==> src/dma_regs_pkg.sv <==
`default_nettype none

package dma_regs_pkg;

	// ******************************
	// Widths
	// ******************************
	localparam int DATA_W = 32;
	localparam int SEL_W = 4;
	localparam int REG_IDX_W = 10;
	localparam int BUS_ADDR_W = 32;
	localparam int FIFO_CNT_W = 28;

	typedef logic [DATA_W-1:0] data_t;
	typedef logic [SEL_W-1:0] sel_t;
	typedef logic [REG_IDX_W-1:0] reg_idx_t;
	typedef logic [FIFO_CNT_W-1:0] fifo_cnt_t;

	// FIFO marks and limits
	localparam fifo_cnt_t DMA_FIFO_FULL_MARK = 28'd4083;
	localparam fifo_cnt_t DMA_FIFO_LIMIT = 28'd4084;
	localparam fifo_cnt_t RD_FIFO_LIMIT = 28'd2040;
	localparam fifo_cnt_t RD_FIFO_EMPTY_MARK = 28'd1;

	localparam int NUM_DMA_FIFO = 2;
	localparam int NUM_RD_FIFO = 2;

	// Wishbone cycle type
	typedef enum logic [2:0] {
		CTI_CLASSIC = 3'b000,
		CTI_CONST = 3'b001,
		CTI_INCR = 3'b010,
		CTI_END = 3'b111
	} cti_e;

	typedef enum logic [1:0] {
		IDLE = 2'd0,
		SINGLE = 2'd1,
		BURST = 2'd2,
		ERROR = 2'd3
	} wb_state_e;

	// ******************************
	// Register map, word index
	// ******************************
	typedef enum logic [REG_IDX_W-1:0] {
		REG_CONTROL = 10'd1,
		REG_DMA_ADDR = 10'd2,
		REG_DMA_LEN = 10'd3,
		REG_XFER_SIZE = 10'd4,
		REG_STATUS = 10'd5,
		REG_DMA_FIFO0_STAT = 10'd6,
		REG_DMA_FIFO0_CTRL = 10'd7,
		REG_RD_FIFO0_STAT = 10'd8,
		REG_RD_FIFO0_CTRL = 10'd9,
		REG_RD_FIFO1_STAT = 10'd10,
		REG_RD_FIFO1_CTRL = 10'd11,
		REG_DMA_FIFO1_STAT = 10'd16,
		REG_DMA_FIFO1_CTRL = 10'd17
	} reg_addr_e;

	typedef enum logic {
		FIFO_FILL = 1'b0,
		FIFO_DRAIN = 1'b1
	} fifo_kind_e;

	// Selected byte lanes take new data, the rest keep theirs
	function automatic data_t byte_merge(input data_t cur, input data_t wdata, input sel_t be);
		data_t res;
		res = cur;
		for (int i = 0; i < SEL_W; i++) begin
			if (be[i])
				res[8*i +: 8] = wdata[8*i +: 8];
		end
		return res;
	endfunction

endpackage

`default_nettype wire

==> src/wb_cycle_decoder.sv <==
`timescale 1ns/1ns
`default_nettype none

module wb_cycle_decoder (
	input wire logic clk_i,
	input wire logic reset_i,
	input wire logic cyc_i,
	input wire logic stb_i,
	input wire logic we_i,
	input wire logic [dma_regs_pkg::BUS_ADDR_W-1:0] adr_i,
	input wire dma_regs_pkg::cti_e cti_i,
	input wire dma_regs_pkg::sel_t sel_i,
	input wire dma_regs_pkg::data_t dat_i,
	output logic ack_o,
	output logic err_o,
	output logic wr_en_o,
	output dma_regs_pkg::reg_idx_t reg_idx_o,
	output dma_regs_pkg::data_t wdata_o,
	output dma_regs_pkg::sel_t be_o
);

	import dma_regs_pkg::*;

	wb_state_e state_q;
	wb_state_e state_d;
	logic req;
	logic ack_q;
	logic we_q;
	reg_idx_t idx_q;
	data_t wdata_q;
	sel_t be_q;

	assign req = cyc_i & stb_i;

	// State describes the request sampled at the last edge
	always_comb begin
		state_d = IDLE;
		if (req) begin
			if (state_q == BURST) begin
				case (cti_i)
					CTI_CONST, CTI_INCR: state_d = BURST;
					CTI_END: state_d = SINGLE;
					default: state_d = ERROR;
				endcase
			end else begin
				case (cti_i)
					CTI_CLASSIC, CTI_END: state_d = SINGLE;
					CTI_CONST, CTI_INCR: state_d = BURST;
					default: state_d = ERROR;
				endcase
			end
		end
	end

	always_ff @(posedge clk_i) begin
		if (reset_i) begin
			state_q <= IDLE;
			ack_q <= 1'b0;
		end else begin
			state_q <= state_d;
			ack_q <= req;
		end
	end

	// ******************************
	// Request capture
	// ******************************
	always_ff @(posedge clk_i) begin
		if (reset_i) begin
			idx_q <= '1;
			we_q <= 1'b0;
		end else if (req) begin
			idx_q <= adr_i[11:2];
			we_q <= we_i;
		end else begin
			// Park on an unmapped word
			idx_q <= '1;
			we_q <= 1'b0;
		end
	end

	always_ff @(posedge clk_i) begin
		if (req) begin
			wdata_q <= dat_i;
			be_q <= sel_i;
		end
	end

	assign ack_o = ack_q;
	assign err_o = (state_q == ERROR);
	assign wr_en_o = we_q && (state_q == SINGLE || state_q == BURST);
	assign reg_idx_o = idx_q;
	assign wdata_o = wdata_q;
	assign be_o = be_q;

endmodule

`default_nettype wire

==> src/dma_ctrl_regs.sv <==
`timescale 1ns/1ns
`default_nettype none

module dma_ctrl_regs (
	input wire logic clk_i,
	input wire logic reset_i,
	input wire logic wr_en_i,
	input wire dma_regs_pkg::reg_idx_t reg_idx_i,
	input wire dma_regs_pkg::data_t wdata_i,
	input wire dma_regs_pkg::sel_t be_i,
	input wire logic dma_in_use_i,
	input wire dma_regs_pkg::data_t transfer_size_i,
	input wire logic transfer_size_valid_i,
	input wire logic [7:0] stat_i,
	input wire logic stat_valid_i,
	output dma_regs_pkg::data_t rdata_o,
	output logic [15:0] ctrl_o,
	output logic [15:0] watch_dog_cnt_o,
	output dma_regs_pkg::data_t dmaadr_o,
	output dma_regs_pkg::data_t dmalen_o
);

	import dma_regs_pkg::*;

	data_t control_q;
	data_t dmaadr_q;
	data_t dmalen_q;
	data_t xfer_size_q;
	logic [7:0] stat_q;

	// ******************************
	// Host writable registers
	// ******************************
	always_ff @(posedge clk_i) begin
		if (reset_i) begin
			control_q <= '0;
			dmaadr_q <= '0;
			dmalen_q <= '0;
		end else if (wr_en_i) begin
			if (!dma_in_use_i) begin
				case (reg_idx_i)
					REG_CONTROL: control_q <= byte_merge(control_q, wdata_i, be_i);
					REG_DMA_ADDR: dmaadr_q <= byte_merge(dmaadr_q, wdata_i, be_i);
					REG_DMA_LEN: dmalen_q <= byte_merge(dmalen_q, wdata_i, be_i);
					default: ;
				endcase
			end else if (reg_idx_i == REG_CONTROL && be_i[3]) begin
				// Busy: only the top control bit may change
				control_q[31] <= wdata_i[31];
			end
		end
	end

	// ******************************
	// Engine results
	// ******************************
	always_ff @(posedge clk_i) begin
		if (reset_i)
			xfer_size_q <= '0;
		else if (transfer_size_valid_i)
			xfer_size_q <= transfer_size_i;
	end

	always_ff @(posedge clk_i) begin
		if (reset_i)
			stat_q <= '0;
		else if (stat_valid_i)
			stat_q <= stat_i;
	end

	// Read mux
	always_comb begin
		case (reg_idx_i)
			REG_CONTROL: rdata_o = control_q;
			REG_DMA_ADDR: rdata_o = dmaadr_q;
			REG_DMA_LEN: rdata_o = dmalen_q;
			REG_XFER_SIZE: rdata_o = xfer_size_q;
			REG_STATUS: rdata_o = {16'd0, dma_in_use_i, 7'd0, stat_q};
			default: rdata_o = '0;
		endcase
	end

	assign ctrl_o = control_q[31:16];
	assign watch_dog_cnt_o = control_q[15:0];
	assign dmaadr_o = dmaadr_q;
	assign dmalen_o = dmalen_q;

endmodule

`default_nettype wire

==> src/fifo_watch.sv <==
`timescale 1ns/1ns
`default_nettype none

module fifo_watch #(
	parameter dma_regs_pkg::fifo_kind_e KIND = dma_regs_pkg::FIFO_FILL,
	parameter dma_regs_pkg::fifo_cnt_t MARK = dma_regs_pkg::DMA_FIFO_FULL_MARK,
	parameter dma_regs_pkg::fifo_cnt_t LIMIT = dma_regs_pkg::DMA_FIFO_LIMIT,
	parameter dma_regs_pkg::reg_idx_t STATUS_ADDR = dma_regs_pkg::REG_DMA_FIFO0_STAT,
	parameter dma_regs_pkg::reg_idx_t CTRL_ADDR = dma_regs_pkg::REG_DMA_FIFO0_CTRL
) (
	input wire logic clk_i,
	input wire logic reset_i,
	input wire logic wr_en_i,
	input wire dma_regs_pkg::reg_idx_t reg_idx_i,
	input wire dma_regs_pkg::data_t wdata_i,
	input wire dma_regs_pkg::sel_t be_i,
	input wire dma_regs_pkg::fifo_cnt_t level_i,
	output dma_regs_pkg::data_t rdata_o,
	output logic int_o
);

	import dma_regs_pkg::*;

	data_t ctrl_q;
	data_t status_q;
	data_t status_d;
	fifo_cnt_t slots;
	logic flag;

	// Free entries left in a drain FIFO
	assign slots = LIMIT - level_i;

	always_comb begin
		if (KIND == FIFO_FILL) begin
			flag = (level_i > MARK);
			status_d = {flag, 3'b000, level_i[FIFO_CNT_W-3:0], 2'b00};
		end else begin
			flag = (level_i < MARK);
			if (level_i > LIMIT)
				status_d = {flag, 31'd0};
			else
				status_d = {flag, 3'b000, slots[FIFO_CNT_W-3:0], 2'b00};
		end
	end

	// ******************************
	// Status and control
	// ******************************
	always_ff @(posedge clk_i) begin
		if (reset_i)
			status_q <= '0;
		else
			status_q <= status_d;
	end

	always_ff @(posedge clk_i) begin
		if (reset_i)
			ctrl_q <= '0;
		else if (wr_en_i && reg_idx_i == CTRL_ADDR)
			ctrl_q <= byte_merge(ctrl_q, wdata_i, be_i);
	end

	always_comb begin
		if (reg_idx_i == STATUS_ADDR)
			rdata_o = status_q;
		else if (reg_idx_i == CTRL_ADDR)
			rdata_o = ctrl_q;
		else
			rdata_o = '0;
	end

	// Bit 31 of control enables the interrupt
	assign int_o = status_q[31] & ctrl_q[31];

endmodule

`default_nettype wire

==> src/wb_dma_regs_top.sv <==
`timescale 1ns/1ns
`default_nettype none

module wb_dma_regs_top #(
	parameter dma_regs_pkg::fifo_cnt_t DMA_FULL_MARK = dma_regs_pkg::DMA_FIFO_FULL_MARK,
	parameter dma_regs_pkg::fifo_cnt_t DMA_LIMIT = dma_regs_pkg::DMA_FIFO_LIMIT,
	parameter dma_regs_pkg::fifo_cnt_t RD_LIMIT = dma_regs_pkg::RD_FIFO_LIMIT,
	parameter dma_regs_pkg::fifo_cnt_t RD_EMPTY_MARK = dma_regs_pkg::RD_FIFO_EMPTY_MARK
) (
	input wire logic clk_i,
	input wire logic reset_i,
	input wire logic cyc_i,
	input wire logic stb_i,
	input wire logic we_i,
	input wire logic [dma_regs_pkg::BUS_ADDR_W-1:0] adr_i,
	input wire dma_regs_pkg::cti_e cti_i,
	input wire dma_regs_pkg::sel_t sel_i,
	input wire dma_regs_pkg::data_t dat_i,
	output dma_regs_pkg::data_t dat_o,
	output logic ack_o,
	output logic err_o,
	input wire logic dma_in_use_i,
	output logic [15:0] ctrl_o,
	output logic [15:0] watch_dog_cnt_o,
	output dma_regs_pkg::data_t dmaadr_o,
	output dma_regs_pkg::data_t dmalen_o,
	input wire dma_regs_pkg::data_t transfer_size_i,
	input wire logic transfer_size_valid_i,
	input wire logic [7:0] stat_i,
	input wire logic stat_valid_i,
	input wire dma_regs_pkg::fifo_cnt_t dma_fifo_cnt_i [dma_regs_pkg::NUM_DMA_FIFO],
	output logic [dma_regs_pkg::NUM_DMA_FIFO-1:0] dma_fifo_full_int_o,
	input wire dma_regs_pkg::fifo_cnt_t rd_fifo_length_i [dma_regs_pkg::NUM_RD_FIFO],
	output logic [dma_regs_pkg::NUM_RD_FIFO-1:0] rd_fifo_empty_int_o
);

	import dma_regs_pkg::*;

	logic wr_en;
	reg_idx_t reg_idx;
	data_t wdata;
	sel_t be;
	data_t ctrl_rdata;
	data_t dma_rdata [NUM_DMA_FIFO];
	data_t rd_rdata [NUM_RD_FIFO];

	wb_cycle_decoder u_decoder (
		.clk_i(clk_i),
		.reset_i(reset_i),
		.cyc_i(cyc_i),
		.stb_i(stb_i),
		.we_i(we_i),
		.adr_i(adr_i),
		.cti_i(cti_i),
		.sel_i(sel_i),
		.dat_i(dat_i),
		.ack_o(ack_o),
		.err_o(err_o),
		.wr_en_o(wr_en),
		.reg_idx_o(reg_idx),
		.wdata_o(wdata),
		.be_o(be)
	);

	dma_ctrl_regs u_ctrl (
		.clk_i(clk_i),
		.reset_i(reset_i),
		.wr_en_i(wr_en),
		.reg_idx_i(reg_idx),
		.wdata_i(wdata),
		.be_i(be),
		.dma_in_use_i(dma_in_use_i),
		.transfer_size_i(transfer_size_i),
		.transfer_size_valid_i(transfer_size_valid_i),
		.stat_i(stat_i),
		.stat_valid_i(stat_valid_i),
		.rdata_o(ctrl_rdata),
		.ctrl_o(ctrl_o),
		.watch_dog_cnt_o(watch_dog_cnt_o),
		.dmaadr_o(dmaadr_o),
		.dmalen_o(dmalen_o)
	);

	// ******************************
	// FIFO watchers
	// ******************************
	for (genvar i = 0; i < NUM_DMA_FIFO; i++) begin : g_dma_fifo
		fifo_watch #(
			.KIND(FIFO_FILL),
			.MARK(DMA_FULL_MARK),
			.LIMIT(DMA_LIMIT),
			.STATUS_ADDR(i == 0 ? REG_DMA_FIFO0_STAT : REG_DMA_FIFO1_STAT),
			.CTRL_ADDR(i == 0 ? REG_DMA_FIFO0_CTRL : REG_DMA_FIFO1_CTRL)
		) u_watch (
			.clk_i(clk_i),
			.reset_i(reset_i),
			.wr_en_i(wr_en),
			.reg_idx_i(reg_idx),
			.wdata_i(wdata),
			.be_i(be),
			.level_i(dma_fifo_cnt_i[i]),
			.rdata_o(dma_rdata[i]),
			.int_o(dma_fifo_full_int_o[i])
		);
	end

	for (genvar i = 0; i < NUM_RD_FIFO; i++) begin : g_rd_fifo
		fifo_watch #(
			.KIND(FIFO_DRAIN),
			.MARK(RD_EMPTY_MARK),
			.LIMIT(RD_LIMIT),
			.STATUS_ADDR(i == 0 ? REG_RD_FIFO0_STAT : REG_RD_FIFO1_STAT),
			.CTRL_ADDR(i == 0 ? REG_RD_FIFO0_CTRL : REG_RD_FIFO1_CTRL)
		) u_watch (
			.clk_i(clk_i),
			.reset_i(reset_i),
			.wr_en_i(wr_en),
			.reg_idx_i(reg_idx),
			.wdata_i(wdata),
			.be_i(be),
			.level_i(rd_fifo_length_i[i]),
			.rdata_o(rd_rdata[i]),
			.int_o(rd_fifo_empty_int_o[i])
		);
	end

	// Unaddressed blocks return zero
	always_comb begin
		dat_o = ctrl_rdata;
		for (int i = 0; i < NUM_DMA_FIFO; i++)
			dat_o = dat_o | dma_rdata[i];
		for (int i = 0; i < NUM_RD_FIFO; i++)
			dat_o = dat_o | rd_rdata[i];
	end

endmodule

`default_nettype wire

==> config.mk <==
export PLATFORM = sky130hd
export DESIGN_NAME = wb_dma_regs_top
export DESIGN_NICKNAME = d
export VERILOG_FILES = /design/src/dma_regs_pkg.sv /design/src/wb_cycle_decoder.sv /design/src/dma_ctrl_regs.sv /design/src/fifo_watch.sv /design/src/wb_dma_regs_top.sv
export SDC_FILE = /design/constraint.sdc
export NUM_CORES = 1
export LEC_CHECK = 0
export BUFFER_PORTS_ARGS = -buffer_cell sky130_fd_sc_hd__buf_2
export CORE_MARGIN = 3
export CORE_UTILIZATION = 45
export DETAILED_ROUTE_END_ITERATION = 16
export PLACE_DENSITY = 0.67
export SYNTH_ARGS = -nofsm -noshare
export SYNTH_HDL_FRONTEND = slang
export SYNTH_HIERARCHICAL = 1
export SYNTH_SLANG_ARGS = --single-unit
==> constraint.sdc <==
create_clock -name clk_i -period 10 [get_ports clk_i]
set_clock_uncertainty 0.1 [all_clocks]
set_input_delay 2.5 -clock clk_i [delete_from_list [all_inputs] [get_ports clk_i]]
set_output_delay 2.5 -clock clk_i [all_outputs]
set_load 0.01 [all_outputs]
### After elaboration in Yosys (flattened, before gate mapping)

Cells that the tools add are included.

| storage, ports and cells | value |
|---|---|
| bits in registers | 442 |
| input bits | 231 |
| word-level logic and storage cells | 147 |

| cells by class | value |
|---|---|
| $add $sub $neg | 2 |
| magnitude comparators | 6 |
| equality and inequality tests | 20 |
| multiplexer cells | 19 |
| bitwise logic cells | 11 |
| reductions and logical operators | 44 |

Operators with widths:

| operator | count |
|---|---|
| 32-bit two-way mux | 9 |
| 32-bit case mux with 5 select lines | 1 |
| 32-bit OR | 4 |
| 28-bit by 11-bit greater-than comparator with 1-bit output, second input constant | 2 |
| 28-bit by 12-bit greater-than comparator with 1-bit output, second input constant | 2 |
| 28-bit by 1-bit < comparator with 1-bit output, second input constant | 2 |
| 4-bit AND reduction | 13 |
| 11-bit by 26-bit subtractor with 26-bit output, first input constant | 2 |
| 10-bit by 3-bit == test with 1-bit output, second input constant | 4 |
| 10-bit by 4-bit == test with 1-bit output, second input constant | 4 |
| 8-bit two-way mux | 4 |
| 2-bit AND reduction | 16 |
| 10-bit by 2-bit == test with 1-bit output, second input constant | 2 |
| 10-bit by 5-bit == test with 1-bit output, second input constant | 2 |
| 10-bit by 1-bit == test with 1-bit output, second input constant | 1 |
| 2-bit OR reduction | 5 |
| 2-bit case mux with 2 select lines | 2 |
| 1-bit logical AND | 6 |
| 1-bit bitwise AND | 5 |
| 2-bit == test, second input constant | 2 |
| 2-bit nonzero test | 2 |
| 3-bit by 1-bit == test with 1-bit output, second input constant | 1 |
| 3-bit by 2-bit == test with 1-bit output, second input constant | 1 |
| 3-bit == test, second input constant | 1 |
| 7 further kinds | 9 |

### Depth between registers and ports, before layout

| logic depth | value |
|---|---|
| word-level depth | 7 |
| mapped depth | 8 |

### By module

The synthesis kept the hierarchy.

By module, submodules not included:

| module | times used | cells an instance | area an instance (um^2) | sequential area each (um^2) |
|---|---|---|---|---|
| dma_ctrl_regs | 1 | 644 | 6627.6 | 2722.6 |
| fifo_watch (g_dma_fifo[0].u_watch) | 1 | 255 | 2661.3 | 1181.1 |
| fifo_watch (g_dma_fifo[1].u_watch) | 1 | 254 | 2655.0 | 1181.1 |
| fifo_watch (g_rd_fifo[0].u_watch) | 1 | 247 | 2544.9 | 1181.1 |
| fifo_watch (g_rd_fifo[1].u_watch) | 1 | 246 | 2462.4 | 1181.1 |
| wb_cycle_decoder | 1 | 75 | 1541.5 | 1361.3 |
| wb_dma_regs_top | 1 | 96 | 400.4 | 0.0 |

### Worst setup path before layout

Ideal clock, no wire load.

| timing path | value |
|---|---|
| path type | input port to output port |
| from | in dma_in_use_i |
| to | out dat_o[15] |
| arrival time | 3117 ps |
| data required time | 7400 ps |
| slack | 4283 ps |
| cell stages on the path | 5 |
| buffers on the path | 0 |
| cells stage by stage | inv_1 > o21ai_0 > a32o_1 > nor3_1 > nand2_1 |

| between the ends | value |
|---|---|
| word-level cells in the longest chain between the ends | 5 |

Ends and longest elaborated chain:

| what | RTL line | RTL |
|---|---|---|
| from (decl) | wb_dma_regs_top.sv:22 | `input wire logic dma_in_use_i,` |
| 32-bit case mux with 5 select lines | dma_ctrl_regs.sv:73 | `case (reg_idx_i)` |
| named net ctrl_rdata[15] | wb_dma_regs_top.sv:43 | `data_t ctrl_rdata;` |
| 32-bit OR (2 in series) | wb_dma_regs_top.sv:131 | `dat_o = dat_o \| dma_rdata[i];` |
| 32-bit OR (2 in series) | wb_dma_regs_top.sv:133 | `dat_o = dat_o \| rd_rdata[i];` |
| to (decl) | wb_dma_regs_top.sv:19 | `output dma_regs_pkg::data_t dat_o,` |

The timed path passes the listed nets, and every way through them passes these cells.

### Final worst setup path

Same ends and word-level chain as after synthesis.

==> impl_metrics.yaml <==
cells_and_area:
  final_cells: 2692
  finalNetCount: 2359
  fin_area_um2: 22400
  drive_gt1_frac: 0.236
  syn2layout_area_growth_pct: 18.7
floorplanning:
  core-area_um2: 41100
  pin_count: 365
  fp-row-count: 74
  initial_core_util: 0.460
  dieHeight_um: 211
  die_area_um2: 44500
  die_w_um: 211
clock_network:
  clk_pin_slew_ns: 0.06
  clockBufferDepth: 3
  postCtsSetupBuffers: 0
  cts_tree: "yes"
  htreeDepth: 2
  ctsResizeCount: 0
  numClockSinks: 422
  root_buffer: "clkbuf_16"
  clk_latency_ns: 0.56
  numCtsBuffers: 46
  cts-hold-fix-buffers: 0
synth:
  synthFlopType: "dfxtp_1"
  async_reset_ff_frac: 0
  yosysTopAreaCellShare: 0.409
  syn_avg_cell_area_um2: 10.4
  ys_ff_latch: 422
  synth_edf_count: 36
  synth_cell_types: 63
  synthCells: 1817
  syn_area_um2: 18900
  yosysSeqAreaShare: 0.466
  yosys.area.top_type: "dfxtp_1"
  synthTopCellsByArea: "dfxtp_1 (41%), mux2i_1 (16%), nand2b_1 (8.7%), edfxtp_1 (5.7%), a22o_1 (4.2%)"
  ys_warn_count: 6
global_route:
  grt_max_degree: 239
  grt_pass1_vias: 14400
  groute.usage.overall: 0.255
  grt_pass1_wl_mm: 87.3
  grt.overflow.total: 0
  antenna_found_initial: 4
setup_path:
  worst_setup_path_start_kind: "primary input"
  arrival_ns: 3.89
  required_ns: 7.40
  critPathMaxFanout: 3
  critPathCaptureType: "primary output"
  crit_type: "in2out"
  worstRegToRegCells: 5
pwr:
  peakVddDrop_mv: 0.0879
  p_leak_uw: 0.0103
  powerDensity_nw_per_um2: 161
sta:
  drv_slew: 0
  fmax_mhz: 154
  tightest_slew_ns: 1.11
  setup-tns-final_ns: 0
  fin_crit_ns: 6.49
  finalHoldViolCount: 0
  slew_headroom: 0.263
  period_share: 0.649
  rsz0062_at_grt: "false"
  setup_viol: 0
status:
  status: "complete, no violations"
drt:
  drtAntennaViolNets: 0
  post_drt_wl_per_cell_um: 21.8
  wirelength_mm: 58.6
  vias: 15000
  drc: 0
  drtIter0Drc: 1170
  dr.pass1.iters: 5
  via_per_inst: 5.58
min_path:
  hold_path_depth: 2
  hold_class: "reg2reg"
placed_design:
  place.gp.congestion: 0.899
  port_buffers: 342
  dpl_cell_area_um2: 20900
  place_inst: 2608
  hpwlAfterDp_mm: 42.0
flow_run:
  cap_viol_max_count: 0
## synth_stat cells (all sizes together) (9+ instances only)
cell / n
and2: 33
or2: 11
a221o: 24
mux2i: 299
clkbuf: 68
nor2: 166
a21oi: 13
nand2b: 262
a22o: 111
inv: 14
xnor2: 9
nand3: 20
edfxtp: 36
nand2: 44
nor2b: 57
nand4: 22
dfxtp: 386
nor3: 43
nor4: 63
buf: 46
## final timing paths
| kind | start | endpoint | slack [ns] |
|---|---|---|---|
| max | dma_in_use_i | dat_o[15] | 3.51 |
| min | g_dma_fifo[1].u_watch/ctrl_q[28] | g_dma_fifo[1].u_watch/ctrl_q[28] | 0.37 |
| max reg2reg | u_decoder/reg_idx_o[0] | g_rd_fifo[0].u_watch/ctrl_q[19] | 6.61 |
| min reg2reg | g_dma_fifo[1].u_watch/ctrl_q[28] | g_dma_fifo[1].u_watch/ctrl_q[28] | 0.37 |
## layer usage
metal | vias to the layer above | routed length [um] | global-route usage
met5 | - | 47 | 0
met3 | 70 | 3870 | 0.0402
met1 | 7334 | 28300 | 0.382
met4 | 8 | 878 | 0.0543
met2 | 561 | 25500 | 0.389
li1 | 7040 | - | -
## cells by family (layout without fill, tap and decap cells)
family / after synthesis / count (layout) / share of synthesized area
fa+ha+maj: 4 / 4 / 0.00265
xor+xnor: 15 / 15 / 0.00695
simple gates: 768 / 768 / 0.250
buf+inv: 128 / 458 / 0.0330
compound gates: 171 / 171 / 0.0781
other cells: 2 / 15 / 0.000397
flops: 422 / 422 / 0.466
mux: 307 / 307 / 0.163
## flip-flops by register name (all words and copies together) (netlist names), 54 cells and up
register,cells
g_rd_fifo.u_watch/status_q,54
g_rd_fifo.u_watch/ctrl_q,64
g_dma_fifo.u_watch/status_q,54
g_dma_fifo.u_watch/ctrl_q,64
## layout make-up
cell class | count | area, um^2
Clock buffer | 74 | 1440
Antenna cell | 1 | 2.50
Tap cell | 532 | 666
Clock inverter | 9 | 63.8
Fill cell | 3667 | 18700
Sequential cell | 422 | 8810
Inverter | 14 | 52.6
Timing Repair Buffer | 361 | 1880
Multi-Input combinational cell | 1279 | 9520
## per-stage QoR
step | setup slack, ns | utilization | hold slack, ns | total power (uW)
final | 3.51 | 0.546 | 0.371 | 3620
after global routing | 3.57 | 0.546 | 0.390 | 3740
after CTS | 3.61 | 0.546 | 0.373 | 3650
after detailed placement | 3.62 | 0.509 | 0.360 | 1990
after global placement | 3.61 | 0.509 | 0.353 | 1990
after floorplan | 4.28 | - | 0.344 | 1900
## power by group
group / switching [uW] / total [uW] / internal [uW]
Combinational: 93.6 / 177 / 83.2
Clock: 682 / 1660 / 982
Sequential: 37.6 / 1780 / 1740
## critical path: stages
cell and delay, ns:
buf_2 0.12, inv_1 0.05, o21ai_0 0.10, a32o_1 0.37, nor3_1 0.41, nand2_1 0.17
buf_2 0.17
## cell usage in the layout, fill, tap and decap left out, types with 32 or more instances in the layout
cell type,count
nand2b_1,262
nor4_1,43
nor3_1,43
buf_2,341
and2_1,32
dfxtp_1,385
a22o_1,90
mux2i_1,299
nor2b_1,57
nand2_1,43
edfxtp_1,36
clkbuf_16,47
nor2_1,166
Note: power is estimated with default switching activity, not from simulation.
